`src/rtl/io_pkg.sv`:
```
package io_pkg;

    // ~~~~~~~~~~~~~~~~~~~~~~~~~~~~~~~~~~~~~~~~~~~~~~~~~~~~~~~~~~~~~~~~~~~~~
    // memory-mapped register map
    // ~~~~~~~~~~~~~~~~~~~~~~~~~~~~~~~~~~~~~~~~~~~~~~~~~~~~~~~~~~~~~~~~~~~~~
    localparam logic [31:0] ADDR_UART_CTRL   = 32'h8000_0000; // status, read only.
    localparam logic [31:0] ADDR_UART_RDATA  = 32'h8000_0004;
    localparam logic [31:0] ADDR_UART_TDATA  = 32'h8000_0008;
    localparam logic [31:0] ADDR_CYCLE_CNT   = 32'h8000_000C;
    localparam logic [31:0] ADDR_INST_CNT    = 32'h8000_0010;
    localparam logic [31:0] ADDR_RST_CNT     = 32'h8000_0014; // any access clears.
    localparam logic [31:0] ADDR_BR_INST_CNT = 32'h8000_0018;
    localparam logic [31:0] ADDR_BR_SUC_CNT  = 32'h8000_001C;

    // ~~~~~~~~~~~~~~~~~~~~~~~~~~~~~~~~~~~~~~~~~~~~~~~~~~~~~~~~~~~~~~~~~~~~~
    // uart timing and framing
    // ~~~~~~~~~~~~~~~~~~~~~~~~~~~~~~~~~~~~~~~~~~~~~~~~~~~~~~~~~~~~~~~~~~~~~
    localparam int CYCLES_PER_BIT = 16;
    localparam int HALF_BIT       = CYCLES_PER_BIT / 2; // start bit mid point.
    localparam int BIT_CNT_W      = 5;
    localparam int DATA_BITS      = 8;
    localparam int FRAME_BITS     = DATA_BITS + 2; // start + data + stop.
    localparam int BIT_IDX_W      = 4;

    // ~~~~~~~~~~~~~~~~~~~~~~~~~~~~~~~~~~~~~~~~~~~~~~~~~~~~~~~~~~~~~~~~~~~~~
    // core side bundles
    // ~~~~~~~~~~~~~~~~~~~~~~~~~~~~~~~~~~~~~~~~~~~~~~~~~~~~~~~~~~~~~~~~~~~~~
    typedef struct packed {
        logic        en;
        logic [31:0] addr;
        logic [31:0] wdata;
    } io_req_t;

    typedef struct packed {
        logic inst_retired;
        logic br_inst;
        logic br_suc; // predicted branch was right.
    } core_events_t;

    // low two bits of the ctrl register
    typedef struct packed {
        logic rx_valid;
        logic tx_ready;
    } uart_status_t;

endpackage

```
`src/rtl/io.sv`:
```
`timescale 1ns/1ps

module io
    import io_pkg::*;
(
    input  logic         clk,
    input  logic         rst_n,
    input  io_req_t      req,
    input  core_events_t events,
    input  logic         serial_in,
    output logic         serial_out,
    output logic [31:0]  dout
);

    // uart transmit side
    logic [7:0]   tx_data;
    logic         tx_valid;
    logic         tx_ready;
    logic         tx_load;

    // uart receive side
    logic [7:0]   rx_data;
    logic         rx_valid;
    logic         rx_ready;
    logic         rx_ack;

    // counters
    logic         clear;
    logic [31:0]  cycle_cnt;
    logic [31:0]  inst_cnt;
    logic [31:0]  br_inst_cnt;
    logic [31:0]  br_suc_cnt;

    uart_status_t status;
    logic [31:0]  rd_data;

    assign status.rx_valid = rx_valid;
    assign status.tx_ready = tx_ready;

    // ~~~~~~~~~~~~~~~~~~~~~~~~~~~~~~~~~~~~~~~~~~~~~~~~~~~~~~~~~~~~~~~~~~~~~
    // peripherals
    // ~~~~~~~~~~~~~~~~~~~~~~~~~~~~~~~~~~~~~~~~~~~~~~~~~~~~~~~~~~~~~~~~~~~~~
    uart_tx u_uart_tx (
        .clk        (clk),
        .rst_n      (rst_n),
        .tx_data    (tx_data),
        .tx_valid   (tx_valid),
        .tx_ready   (tx_ready),
        .serial_out (serial_out)
    );

    uart_rx u_uart_rx (
        .clk       (clk),
        .rst_n     (rst_n),
        .serial_in (serial_in),
        .rx_data   (rx_data),
        .rx_valid  (rx_valid),
        .rx_ready  (rx_ready)
    );

    perf_counters u_perf_counters (
        .clk         (clk),
        .rst_n       (rst_n),
        .clear       (clear),
        .events      (events),
        .cycle_cnt   (cycle_cnt),
        .inst_cnt    (inst_cnt),
        .br_inst_cnt (br_inst_cnt),
        .br_suc_cnt  (br_suc_cnt)
    );

    // ~~~~~~~~~~~~~~~~~~~~~~~~~~~~~~~~~~~~~~~~~~~~~~~~~~~~~~~~~~~~~~~~~~~~~
    // address decode
    // ~~~~~~~~~~~~~~~~~~~~~~~~~~~~~~~~~~~~~~~~~~~~~~~~~~~~~~~~~~~~~~~~~~~~~
    always_comb begin
        rd_data = '0; // unmapped and write-only give zero.
        rx_ack  = 1'b0;
        tx_load = 1'b0;
        clear   = 1'b0;
        if (req.en) begin
            case (req.addr)
                ADDR_UART_CTRL:   rd_data = {30'b0, status};
                ADDR_UART_RDATA: begin
                    rd_data = {24'b0, rx_data};
                    rx_ack  = 1'b1;
                end
                ADDR_UART_TDATA:  tx_load = tx_ready; // dropped while busy.
                ADDR_CYCLE_CNT:   rd_data = cycle_cnt;
                ADDR_INST_CNT:    rd_data = inst_cnt;
                ADDR_RST_CNT:     clear = 1'b1; // counters zero after this edge.
                ADDR_BR_INST_CNT: rd_data = br_inst_cnt;
                ADDR_BR_SUC_CNT:  rd_data = br_suc_cnt;
                default: ;
            endcase
        end
    end

    // ~~~~~~~~~~~~~~~~~~~~~~~~~~~~~~~~~~~~~~~~~~~~~~~~~~~~~~~~~~~~~~~~~~~~~
    // registered read data and uart handshakes
    // ~~~~~~~~~~~~~~~~~~~~~~~~~~~~~~~~~~~~~~~~~~~~~~~~~~~~~~~~~~~~~~~~~~~~~
    always_ff @(posedge clk) begin
        if (!rst_n) begin
            dout     <= '0;
            tx_valid <= 1'b0;
            rx_ready <= 1'b0;
        end else begin
            dout     <= rd_data;
            rx_ready <= rx_ack; // one cycle ack.
            if (tx_load) begin
                tx_valid <= 1'b1;
            end else if (tx_valid && tx_ready) begin
                tx_valid <= 1'b0; // byte handed over.
            end
        end
    end

    always_ff @(posedge clk) begin
        if (tx_load) begin
            tx_data <= req.wdata[7:0];
        end
    end

endmodule

```
`src/rtl/perf_counters.sv`:
```
`timescale 1ns/1ps

module perf_counters
    import io_pkg::*;
(
    input  logic         clk,
    input  logic         rst_n,
    input  logic         clear,
    input  core_events_t events,
    output logic [31:0]  cycle_cnt,
    output logic [31:0]  inst_cnt,
    output logic [31:0]  br_inst_cnt,
    output logic [31:0]  br_suc_cnt
);

    logic [31:0] cycle_next;
    logic [31:0] inst_next;
    logic [31:0] br_inst_next;
    logic [31:0] br_suc_next;

    // ~~~~~~~~~~~~~~~~~~~~~~~~~~~~~~~~~~~~~~~~~~~~~~~~~~~~~~~~~~~~~~~~~~~~~
    // next values, all counters wrap at 2^32
    // ~~~~~~~~~~~~~~~~~~~~~~~~~~~~~~~~~~~~~~~~~~~~~~~~~~~~~~~~~~~~~~~~~~~~~
    always_comb begin
        cycle_next   = cycle_cnt + 32'd1;
        inst_next    = inst_cnt + 32'(events.inst_retired);
        br_inst_next = br_inst_cnt + 32'(events.br_inst);
        br_suc_next  = br_suc_cnt + 32'(events.br_suc);
    end

    always_ff @(posedge clk) begin
        if (!rst_n || clear) begin
            // events on a clearing edge are lost.
            cycle_cnt   <= '0;
            inst_cnt    <= '0;
            br_inst_cnt <= '0;
            br_suc_cnt  <= '0;
        end else begin
            cycle_cnt   <= cycle_next;
            inst_cnt    <= inst_next;
            br_inst_cnt <= br_inst_next;
            br_suc_cnt  <= br_suc_next;
        end
    end

endmodule

```
`src/rtl/uart_rx.sv`:
```
`timescale 1ns/1ps

module uart_rx
    import io_pkg::*;
(
    input  logic       clk,
    input  logic       rst_n,
    input  logic       serial_in,
    output logic [7:0] rx_data,
    output logic       rx_valid,
    input  logic       rx_ready
);

    typedef enum logic [1:0] {
        RX_IDLE,
        RX_START,
        RX_DATA,
        RX_STOP
    } rx_state_t;

    rx_state_t            state_q;
    logic [1:0]           sync_q;
    logic                 line;
    logic [BIT_CNT_W-1:0] tick_q;
    logic [BIT_IDX_W-1:0] bit_q;
    logic [DATA_BITS-1:0] shift_q;
    logic                 half_end;
    logic                 bit_end;
    logic                 sample;

    assign line     = sync_q[1];
    assign half_end = (tick_q == BIT_CNT_W'(HALF_BIT - 1));
    assign bit_end  = (tick_q == BIT_CNT_W'(CYCLES_PER_BIT - 1));
    assign sample   = (state_q == RX_DATA) && bit_end;

    // ~~~~~~~~~~~~~~~~~~~~~~~~~~~~~~~~~~~~~~~~~~~~~~~~~~~~~~~~~~~~~~~~~~~~~
    // synchronizer, bit timing and held byte
    // ~~~~~~~~~~~~~~~~~~~~~~~~~~~~~~~~~~~~~~~~~~~~~~~~~~~~~~~~~~~~~~~~~~~~~
    always_ff @(posedge clk) begin
        if (!rst_n) begin
            sync_q   <= 2'b11; // line idles high.
            state_q  <= RX_IDLE;
            tick_q   <= '0;
            bit_q    <= '0;
            rx_data  <= '0;
            rx_valid <= 1'b0;
        end else begin
            sync_q <= {sync_q[0], serial_in};
            if (rx_ready) begin
                rx_valid <= 1'b0; // taken by io.
            end
            case (state_q)
                RX_IDLE: begin
                    tick_q <= '0;
                    if (!line) begin
                        state_q <= RX_START;
                    end
                end
                RX_START: begin
                    if (half_end) begin
                        tick_q  <= '0;
                        bit_q   <= '0;
                        state_q <= line ? RX_IDLE : RX_DATA; // glitch rejected.
                    end else begin
                        tick_q <= tick_q + 1'b1;
                    end
                end
                RX_DATA: begin
                    if (bit_end) begin
                        tick_q <= '0;
                        if (bit_q == BIT_IDX_W'(DATA_BITS - 1)) begin
                            state_q <= RX_STOP;
                        end else begin
                            bit_q <= bit_q + 1'b1;
                        end
                    end else begin
                        tick_q <= tick_q + 1'b1;
                    end
                end
                RX_STOP: begin
                    if (bit_end) begin
                        tick_q  <= '0;
                        state_q <= RX_IDLE;
                        if (line) begin
                            // a new byte wins over a pending ack.
                            rx_data  <= shift_q;
                            rx_valid <= 1'b1;
                        end
                    end else begin
                        tick_q <= tick_q + 1'b1;
                    end
                end
                default: state_q <= RX_IDLE;
            endcase
        end
    end

    always_ff @(posedge clk) begin
        if (sample) begin
            shift_q <= {line, shift_q[DATA_BITS-1:1]}; // lsb arrives first.
        end
    end

endmodule

```
`src/rtl/uart_tx.sv`:
```
`timescale 1ns/1ps

module uart_tx
    import io_pkg::*;
(
    input  logic       clk,
    input  logic       rst_n,
    input  logic [7:0] tx_data,
    input  logic       tx_valid,
    output logic       tx_ready,
    output logic       serial_out
);

    logic [FRAME_BITS-1:0] shift_q;
    logic [BIT_CNT_W-1:0]  tick_q;
    logic [BIT_IDX_W-1:0]  bit_q;
    logic                  busy_q;
    logic                  bit_end;
    logic                  last_bit;

    assign bit_end    = (tick_q == BIT_CNT_W'(CYCLES_PER_BIT - 1));
    assign last_bit   = (bit_q == BIT_IDX_W'(FRAME_BITS - 1));
    assign tx_ready   = ~busy_q;     // idle line only.
    assign serial_out = shift_q[0];  // lsb goes out first.

    always_ff @(posedge clk) begin
        if (!rst_n) begin
            shift_q <= '1;
            tick_q  <= '0;
            bit_q   <= '0;
            busy_q  <= 1'b0;
        end else if (!busy_q) begin
            if (tx_valid) begin
                // stop, data, start.
                shift_q <= {1'b1, tx_data, 1'b0};
                tick_q  <= '0;
                bit_q   <= '0;
                busy_q  <= 1'b1;
            end
        end else if (bit_end) begin
            tick_q  <= '0;
            shift_q <= {1'b1, shift_q[FRAME_BITS-1:1]}; // refill with idle.
            if (last_bit) begin
                busy_q <= 1'b0;
            end else begin
                bit_q <= bit_q + 1'b1;
            end
        end else begin
            tick_q <= tick_q + 1'b1;
        end
    end

endmodule

```
`config.mk`:
```
export PLATFORM = sky130hd
export DESIGN_NAME = io
export DESIGN_NICKNAME = d
export VERILOG_FILES = /design/src/rtl/io_pkg.sv /design/src/rtl/io.sv /design/src/rtl/perf_counters.sv /design/src/rtl/uart_rx.sv /design/src/rtl/uart_tx.sv
export SDC_FILE = /design/constraint.sdc
export NUM_CORES = 1
export LEC_CHECK = 0
export BUFFER_PORTS_ARGS = -buffer_cell sky130_fd_sc_hd__buf_4
export CAP_MARGIN = 0
export CORE_ASPECT_RATIO = 1.1
export CORE_MARGIN = 3
export CORE_UTILIZATION = 55
export DETAILED_ROUTE_END_ITERATION = 7
export PLACE_DENSITY = 0.85
export RECOVER_POWER = 50
export SETUP_SLACK_MARGIN = 0.15
export SYNTH_ARGS = -nofsm -noshare
export SYNTH_HDL_FRONTEND = slang
export SYNTH_SLANG_ARGS = --single-unit
```
`constraint.sdc`:
```
create_clock -name clk -period 4.7 [get_ports clk]
set_clock_uncertainty 0.15 [all_clocks]
set_input_delay 0.705 -clock clk [delete_from_list [all_inputs] [get_ports clk]]
set_output_delay 0.705 -clock clk [all_outputs]
set_load 0.01 [all_outputs]
```
# Yosys cells after proc, flatten, opt, wreduce, memory -nomap -nowiden
# Index checks and enable logic that the tools add are counted.
# word_totals
regBits	220
input_bits	71
out_inout_bits	33
word_cells	107
# classes
addsub	8
n_eq_ne	24
mux	40
n_bitwise	1
reduce_logical	15
# op_table
operator	count
32-bit equality test, second input constant	8
32-bit case mux with 6 select lines	1
32-bit by 1-bit adder with 32-bit output	3
32-bit by 1-bit adder with 32-bit output, second input constant	1
10-bit 2-to-1 mux	3
4-bit 2-to-1 mux	7
5-bit 2-to-1 mux	5
1-bit 2-to-1 mux	15
5-bit case mux with 3 select lines	1
2-bit 2-to-1 mux	6
5-bit by 1-bit adder with 5-bit output, second input constant	2
5-bit by 4-bit equality test with 1-bit output, second input constant	2
2-bit != test, second input constant	5
4-bit by 1-bit adder with 4-bit output, second input constant	2
2-bit case mux with 4 select lines	1
4-bit case mux with 2 select lines	1
2-bit by 1-bit != test with 1-bit output, second input constant	3
3-bit AND reduction	2
2-bit nonzero test	3
5-bit by 3-bit equality test with 1-bit output, second input constant	1
5-bit AND reduction	1
2-bit equality test, second input constant	2
4-bit by 3-bit equality test with 1-bit output, second input constant	1
4-bit equality test, second input constant	1
other kinds (9)	11

# Logic depth before layout (Yosys ltp)
# Gate-level depths: netlist (run 1).
# depth
word_depth	4
ltp_mapped	9
mapped_depth_nobuf	9

# Cells and area by module
# Synthesis (run 1) repeated with hierarchy kept, for this count alone.
# hier_totals
cells_unflattened	1211
hier_area_um2	10721.5
# modules_own_cells
module	n_inst	cells_per_inst	area_per_inst_um2	seq_area_each_um2
perf_counters	1	705	5994.5	2562.5
io	1	268	2462.4	920.9
uart_rx	1	123	1244.9	680.7
uart_tx	1	115	1019.7	380.4

# Worst setup path before layout (run 1)
# OpenSTA, ideal clock, no wires.
# synth_path
path_kind	in2reg
from	input req[36] in the netlist's numbering
to	register tx_data[0] (enable)
setup_ns	0.386
arrival_ns	2.287
t_required_ns	4.164
slack_ns	1.877
stages	4
path_buffers	0
cell_sequence	or4_4 -> nor3_1 -> nand2_1 -> nor3_1
# synth_via
elab_chain_len	3
# synth_lines
element	line_no	source
from (decl)	io.sv:8	input io_req_t req,
32-bit equality test	io.sv:81	case (req.addr)
1-bit 2-to-1 mux	io.sv:81	
1-bit 2-to-1 mux	io.sv:80	if (req.en) begin
via tx_load	io.sv:19	logic tx_load;
to (signal assigned)	io.sv:119	tx_data <= req.wdata[7:0];
to (decl)	io.sv:16	logic [7:0] tx_data;
# The timed path passes the listed nets, and every way through them passes these cells.
# A chain may end at the register's enable or synchronous reset.

# Worst setup path after layout (run 1)
# layout_path
from	input req[37] in the netlist's numbering
to	register dout[5]
# layout_via
elab_chain_len	2
word_cells_on_any_way	7
cone_classes	eq/ne (6); mux (1)
# layout_lines
element	line_no	source
32-bit equality test	io.sv:81	
32-bit case mux with 6 select lines *	io.sv:81	
to (signal assigned)	io.sv:107	dout <= rd_data;
to (decl)	io.sv:12	output logic [31:0] dout
# Mark *: on every way between the ends. The rest lies on a longest branch, timed or not.

==> impl_metrics.ini, run 1 <==
[cts]
clock_latency_ns = 0.50
cts_buffers = 23
cts_tree = built
post-cts-setup-buffers = 0
ctsHoldBuffers = 0
cts_sinks = 219
clock_path_buffers = 3
htreeDepth = 1
cts_resized = 0
root_buffer = clkbuf_16
path_clk_slew_ns = 0.06

[yosys]
postSynthNetCount = 1175
synth_edf_count = 16
yosysSeqAreaShare = 0.461
yosys_warnings = 0
ys_types = 64
syn_area_sq_um = 9850
ys_top_cells_by_count = 203 x dfxtp_1, 189 x nor2_1, 97 x nand2_1
syn_area_per_cell_sq_um = 9.04
yosys.cell_count.top_type = dfxtp_1
ys_seq_elements = 219
postSynth.asyncResetShare = 0
synthCells = 1090
synth_flop_cell = dfxtp_1
synth_area_leaders = dfxtp_1 41%, xor2_1 8.5%, nor2_1 7.2%, edfxtp_1 4.9%, mux2i_1 3.9%
yosys.area.top_type_share = 0.413
synth_top_area_cell = dfxtp_1

[worst_setup_path]
r2r_cells = 7
cp_slowest_stage_delay_ns = 0.89
critPathMaxFanout = 30
r2r_end = u_perf_counters.br_inst_cnt[30]
path_cells = buf_4 -> nor4_1 -> nand4_1 -> or2_0 -> or3_1 -> a31oi_1
end_kind = flip-flop
crit_slowest_cell = or3_1
worstReg2RegStart = u_perf_counters.br_inst_cnt[0]
worstPathRequired_ns = 4.95
startpoint_type = input pin
critical_path_class = in -> reg
arrival_ns = 3.13
rrSetupSlack_ns = 2.08

[pwr]
switching_share = 0.207
p_leak_nw = 3.94
internal_power_mw = 3.02
p_clk_frac = 0.474
p_sw_mw = 0.787
p_comb_frac = 0.028
cellPowerDensity_nw_per_um2 = 340
ir_drop_uv = 269
p_seq_frac = 0.498

[routing]
postRouteAntennaNets = 0
vias = 7919
routed_wirelength_mm = 22.0
routedWlPerCell_um = 15.7
drt_iter0_markers = 593
drt_first_pass_iters = 5
drc = 0
via_per_inst = 5.66

[floorplan]
chipHeight_um = 146
rows = 50
dieArea_sq_um = 19600
coreArea_sq_um = 17300
die_width_um = 134
start_util = 0.570
ios = 104

[layout]
nets = 1234
synthToLayoutAreaGrowth_pct = 13.6
fillers = 1457
antenna_cells = 0
drive_above_1_share = 0.0936

[place]
place.gp.congestion = 0.866
port_buffers = 79
hpwl_mm = 15.2

[timing]
post-route-period-util = 0.614
hold_viol_final = 0
fmax_ghz = 0.347
final_max_slew_viol_count = 0
fin_crit_ns = 2.89
finalSetupViolations = 0
rsz0062_at_grt = no
hold_slack_ns = 0.234
slew_headroom = 0.225
fin_setup_tns_ns = 0
tightest_slew_ns = 1.16

[global_routing]
overflow = 0
grt_pass1_vias = 7458
grt_util_all_layers = 0.219
antenna_found_initial = 0
grt_pass1_wl_mm = 36.1
grt_max_degree = 117

[worst_hold_path]
worstHoldPathType = in -> reg
min_from = serial_in
holdPathEnd = u_uart_rx.sync_q[0]
hold_path_depth = 2

[flow_run]
drv_cap = 0

[status]
outcome = completed
[how the worst max path moves through the flow]
stage / endpoint / depth (start not counted) / from / slack (ns)
4_1_cts: u_perf_counters.br_inst_cnt[30] / 7 / u_perf_counters.br_inst_cnt[0] / 2.06
5_1_grt: dout[5] / 6 / req[52] / 1.57
3_3_place_gp: dout[7] / 5 / req[45] / 1.56
6_report: dout[5] / 6 / req[37] / 1.81
2_1_floorplan: tx_data[0] / 4 / req[36] / 1.88
3_5_place_dp: dout[7] / 5 / req[45] / 1.58
[power by group through the flow]
stage	clock, mW	combinational [mW]	sequential (mW)
after global placement	0	0.104	1.94
after detailed placement	0	0.106	1.94
final	1.81	0.106	1.90
after floorplan	0	0.0621	1.93
after CTS	1.84	0.107	1.90
after global routing	1.91	0.115	1.90
[area by class of cell]
type                    instances  area (sq um)  area share
repair buffers                 85           515      0.0461
clock buffers                  33           663      0.0593
clock inverters                 8          93.8     0.00839
well taps                     234           293      0.0262
multi-input cells             798          5000       0.447
inverters                      22          82.6     0.00738
flip-flops and latches        219          4540       0.406
[critical path, delay by kind of cell]
kind / cells / cell delay (ns)
compound gates: 1 / 0.40
simple gates: 4 / 1.91
buf+inv: 1 / 0.11
[cells by family after synthesis]
group / Yosys count / share of synthesized area
adders and majority gates: 14 / 0.0178
DFF: 219 / 0.461
and+or+nand+nor: 501 / 0.253
buffers and inverters: 73 / 0.0315
AOI/OAI and AO/OA: 118 / 0.0836
muxes: 44 / 0.0455
xor gates and xnor gates: 121 / 0.108
[sequential cells by signal, summed over array words and instances, names as in the netlist, 2 cells and up, named ones only]
register	flops
u_uart_tx.tick_q	5
u_uart_tx.shift_q	9
u_perf_counters.inst_cnt	32
u_perf_counters.cycle_cnt	32
u_uart_rx.sync_q	2
u_uart_rx.rx_data	8
u_uart_rx.shift_q	8
dout	32
tx_data	8
u_uart_rx.bit_q	4
u_uart_tx.bit_q	4
u_perf_counters.br_inst_cnt	32
u_perf_counters.br_suc_cnt	32
u_uart_rx.tick_q	5
[routing by layer]
layer	global-route usage	up-vias	wire [um]
met4	0.0736	0	756
met3	0.0414	60	1160
met2	0.388	217	11100
met5	0	-	0
met1	0.268	3725	9000
li1	-	3917	-
[placed cells by master (no fill, tap or decap), types with 6 or more instances in the layout]
cell type and n:
nor2_1 189, o21ai_0 19, o2bb2ai_1 18, and4_1 12
edfxtp_1 16, xor2_1 96, clkbuf_4 9, a21oi_1 22
a31oi_1 6, and3_1 19, nor3_1 11, or3_1 6
mux2i_1 38, nand2_1 97, a22o_1 6, xnor2_1 25
nor4_1 9, a2bb2oi_1 6, nand3_1 67, and2_1 6
a22oi_1 26, buf_4 39, nand4_1 47, ha_1 14
clkbuf_1 41, inv_1 21, clkbuf_16 23, mux2_2 6
nor2b_1 6, dfxtp_1 203
[per-stage QoR]
step	cell area, sq um	setup WS, ns	cells	total power [mW]	util
6_report	11200	1.81	1399	3.81	0.648
2_1_floorplan	9850	1.88	1090	2.00	-
5_1_grt	11200	1.57	1399	3.93	0.648
3_3_place_gp	10600	1.56	1358	2.04	0.613
4_1_cts	11300	2.06	1399	3.84	0.656
3_5_place_dp	10600	1.58	1358	2.04	0.613
Power figures use the tool's default switching activity.
==> run 2, diff against run 1 <==
clock period = 2.97 ns   (was 4.7 ns; I/O delays follow)
==> run 2 against run 1 <==
Against the previous run:
- register-to-register slack got worse by 1.4 ns
- hold slack worse by 0.16 ns
- clock-buffer cell count increased by 3
- routed wire length grew 4.3%
- non-clock buffer count up 25
- first-iteration DRC count shrank 0.51%
- sequential share of layout area shrank 0.38 points
- clock power up 42%
- via count increased by 2.5%
- sequential cell count did not move
- sequential power up 58%
- critical path type unchanged
==> impl_metrics.ini, run 2 (same netlist as run 1, synthesis figures left out) <==
[status]
outcome = completed

[layout]
fin_area_sq_um = 11300
most-common-layout-cells = 203 x dfxtp_1, 189 x nor2_1, 97 x nand2_1
seq_area_sq_um = 4540
finalNonFillerCells = 1422
antenna_cells = 0
layout_commonest_cell = dfxtp_1
nets = 1259
multiInputGateArea_sq_um = 4990
synthToLayoutAreaGrowth_pct = 14.7
fillers = 1495
drive_above_1_share = 0.0943

[global_routing]
grtUsageMet3 = 0.0365
grt_use_met1 = 0.280
grt_pass1_wl_mm = 37.5
grt_util_all_layers = 0.229
grt_busiest_layer = met2
grt_pass1_vias = 7680
antenna_found_initial = 0
grt_max_degree = 72
use_met2 = 0.414
overflow = 0

[worst_setup_path]
critPathMaxFanout = 30
end_kind = flip-flop
startpoint_type = input pin
cp_slowest_stage_delay_ns = 0.86
arrival_ns = 2.66
path_cells = buf_4 -> nor4_1 -> nand4_1 -> or2_0 -> or3_1 -> a31oi_1
cp_num_buf_inv = 1
worstPathRequired_ns = 3.22
critical_path_class = in -> reg
critical_path.top_delay_family = simple AND/OR/NAND/NOR gates
crit_slowest_cell = or3_1

[floorplan]
chipHeight_um = 146
start_util = 0.570
die_width_um = 134
dieArea_sq_um = 19600
coreArea_sq_um = 17300
rows = 50
ios = 104

[routing]
drc = 0
vias = 8120
via_per_inst = 5.71
routed_wirelength_mm = 22.9
postRouteAntennaNets = 0
routedWlPerCell_um = 16.1
drt_first_pass_iters = 5
drt_iter0_markers = 590

[flow_run]
drv_cap = 0

[timing]
rsz0062_at_grt = no
tightest_slew_ns = 1.09
hold_slack_ns = 0.0743
fin_crit_ns = 2.41
fmax_ghz = 0.415
fin_setup_tns_ns = 0
slew_headroom = 0.272
final_max_slew_viol_count = 0
post-route-period-util = 0.811
finalSetupViolations = 0
hold_viol_final = 0
fin_ws_ns = 0.562

[cts]
cts_resized = 0
root_buffer = clkbuf_16
cts_sinks = 219
cts_buffers = 23
cts_tree = built
clock_path_buffers = 3
path_clk_slew_ns = 0.06
clock_latency_ns = 0.51
htreeDepth = 1

[pwr]
ir_drop_uv = 455
p_leak_nw = 4.00
cellPowerDensity_nw_per_um2 = 509

[place]
pre_cts_ws_ns = 0.522
place_inst = 1374
placed_area_sq_um = 10700
port_buffers = 79
hpwl_mm = 15.7
place.gp.congestion = 0.884

[worst_hold_path]
worstHoldPathType = in -> reg
==> run 2: cell types whose count changed in the layout (fill, tap and decap cells not counted), sizes merged, moves of 2 or more <==
cell	previous run	this run
buf	40	54
bufinv	2	0
clkbuf	78	83
dlygate4sd3	0	9
==> run 2: routing by layer <==
layer  wire length, um  up-vias
li1                  -     3967
met1              9390     3889
met2             11800      212
met3              1090       52
met4               667        0
met5                 0        -
==> run 2: cell type report <==
cell class,count,share of cell area
clock inverters,3,0.000997
repair buffers,110,0.0650
clock buffers,36,0.0570
flip-flops and latches,219,0.402
inverters,22,0.00731
well taps,234,0.0259
multi-input cells,798,0.441
==> run 2: report_power, final <==
group	internal (mW)	leakage, nW	switching (mW)
Sequential	2.98	1.78	0.0164
Clock	1.47	0.316	1.10
Combinational	0.0846	1.91	0.0979
Total	4.54	4.00	1.21
==> run 2: what timing repair did <==
item | 4_1_cts | 5_1_grt
endpoints found under the hold margin | 9 | 0
hold buffers | 9 | 0
buffers inserted | 0 | 0
==> run 2: worst reg2reg max path: stages, from the launching register on <==
cell and delay, ns:
dfxtp_1 0.36, clkbuf_1 0.76, a21bo_1 0.48, nand4_1 0.17, xor2_1 0.17, nor2_1 0.06
==> run 2: final timing paths <==
| kind | from | to | slack (ns) | depth (start not counted) |
|---|---|---|---|---|
| worst min register to register | u_uart_rx.sync_q[0] | u_uart_rx.sync_q[1] | 0.26 | 1 |
| worst max register to register | u_uart_tx.busy_q | u_uart_tx.bit_q[3] | 0.71 | 5 |
| worst min-delay path | rst_n | u_uart_tx.shift_q[2] | 0.07 | 2 |
| worst max-delay path | req[53] | dout[5] | 0.56 | 6 |
==> run 2: through the flow <==
stage               power (mW)   util
global placement          3.23  0.620
global route              5.95  0.654
finish                    5.75  0.654
floorplan                 3.16      -
CTS                       5.79  0.663
detailed placement        3.24  0.620
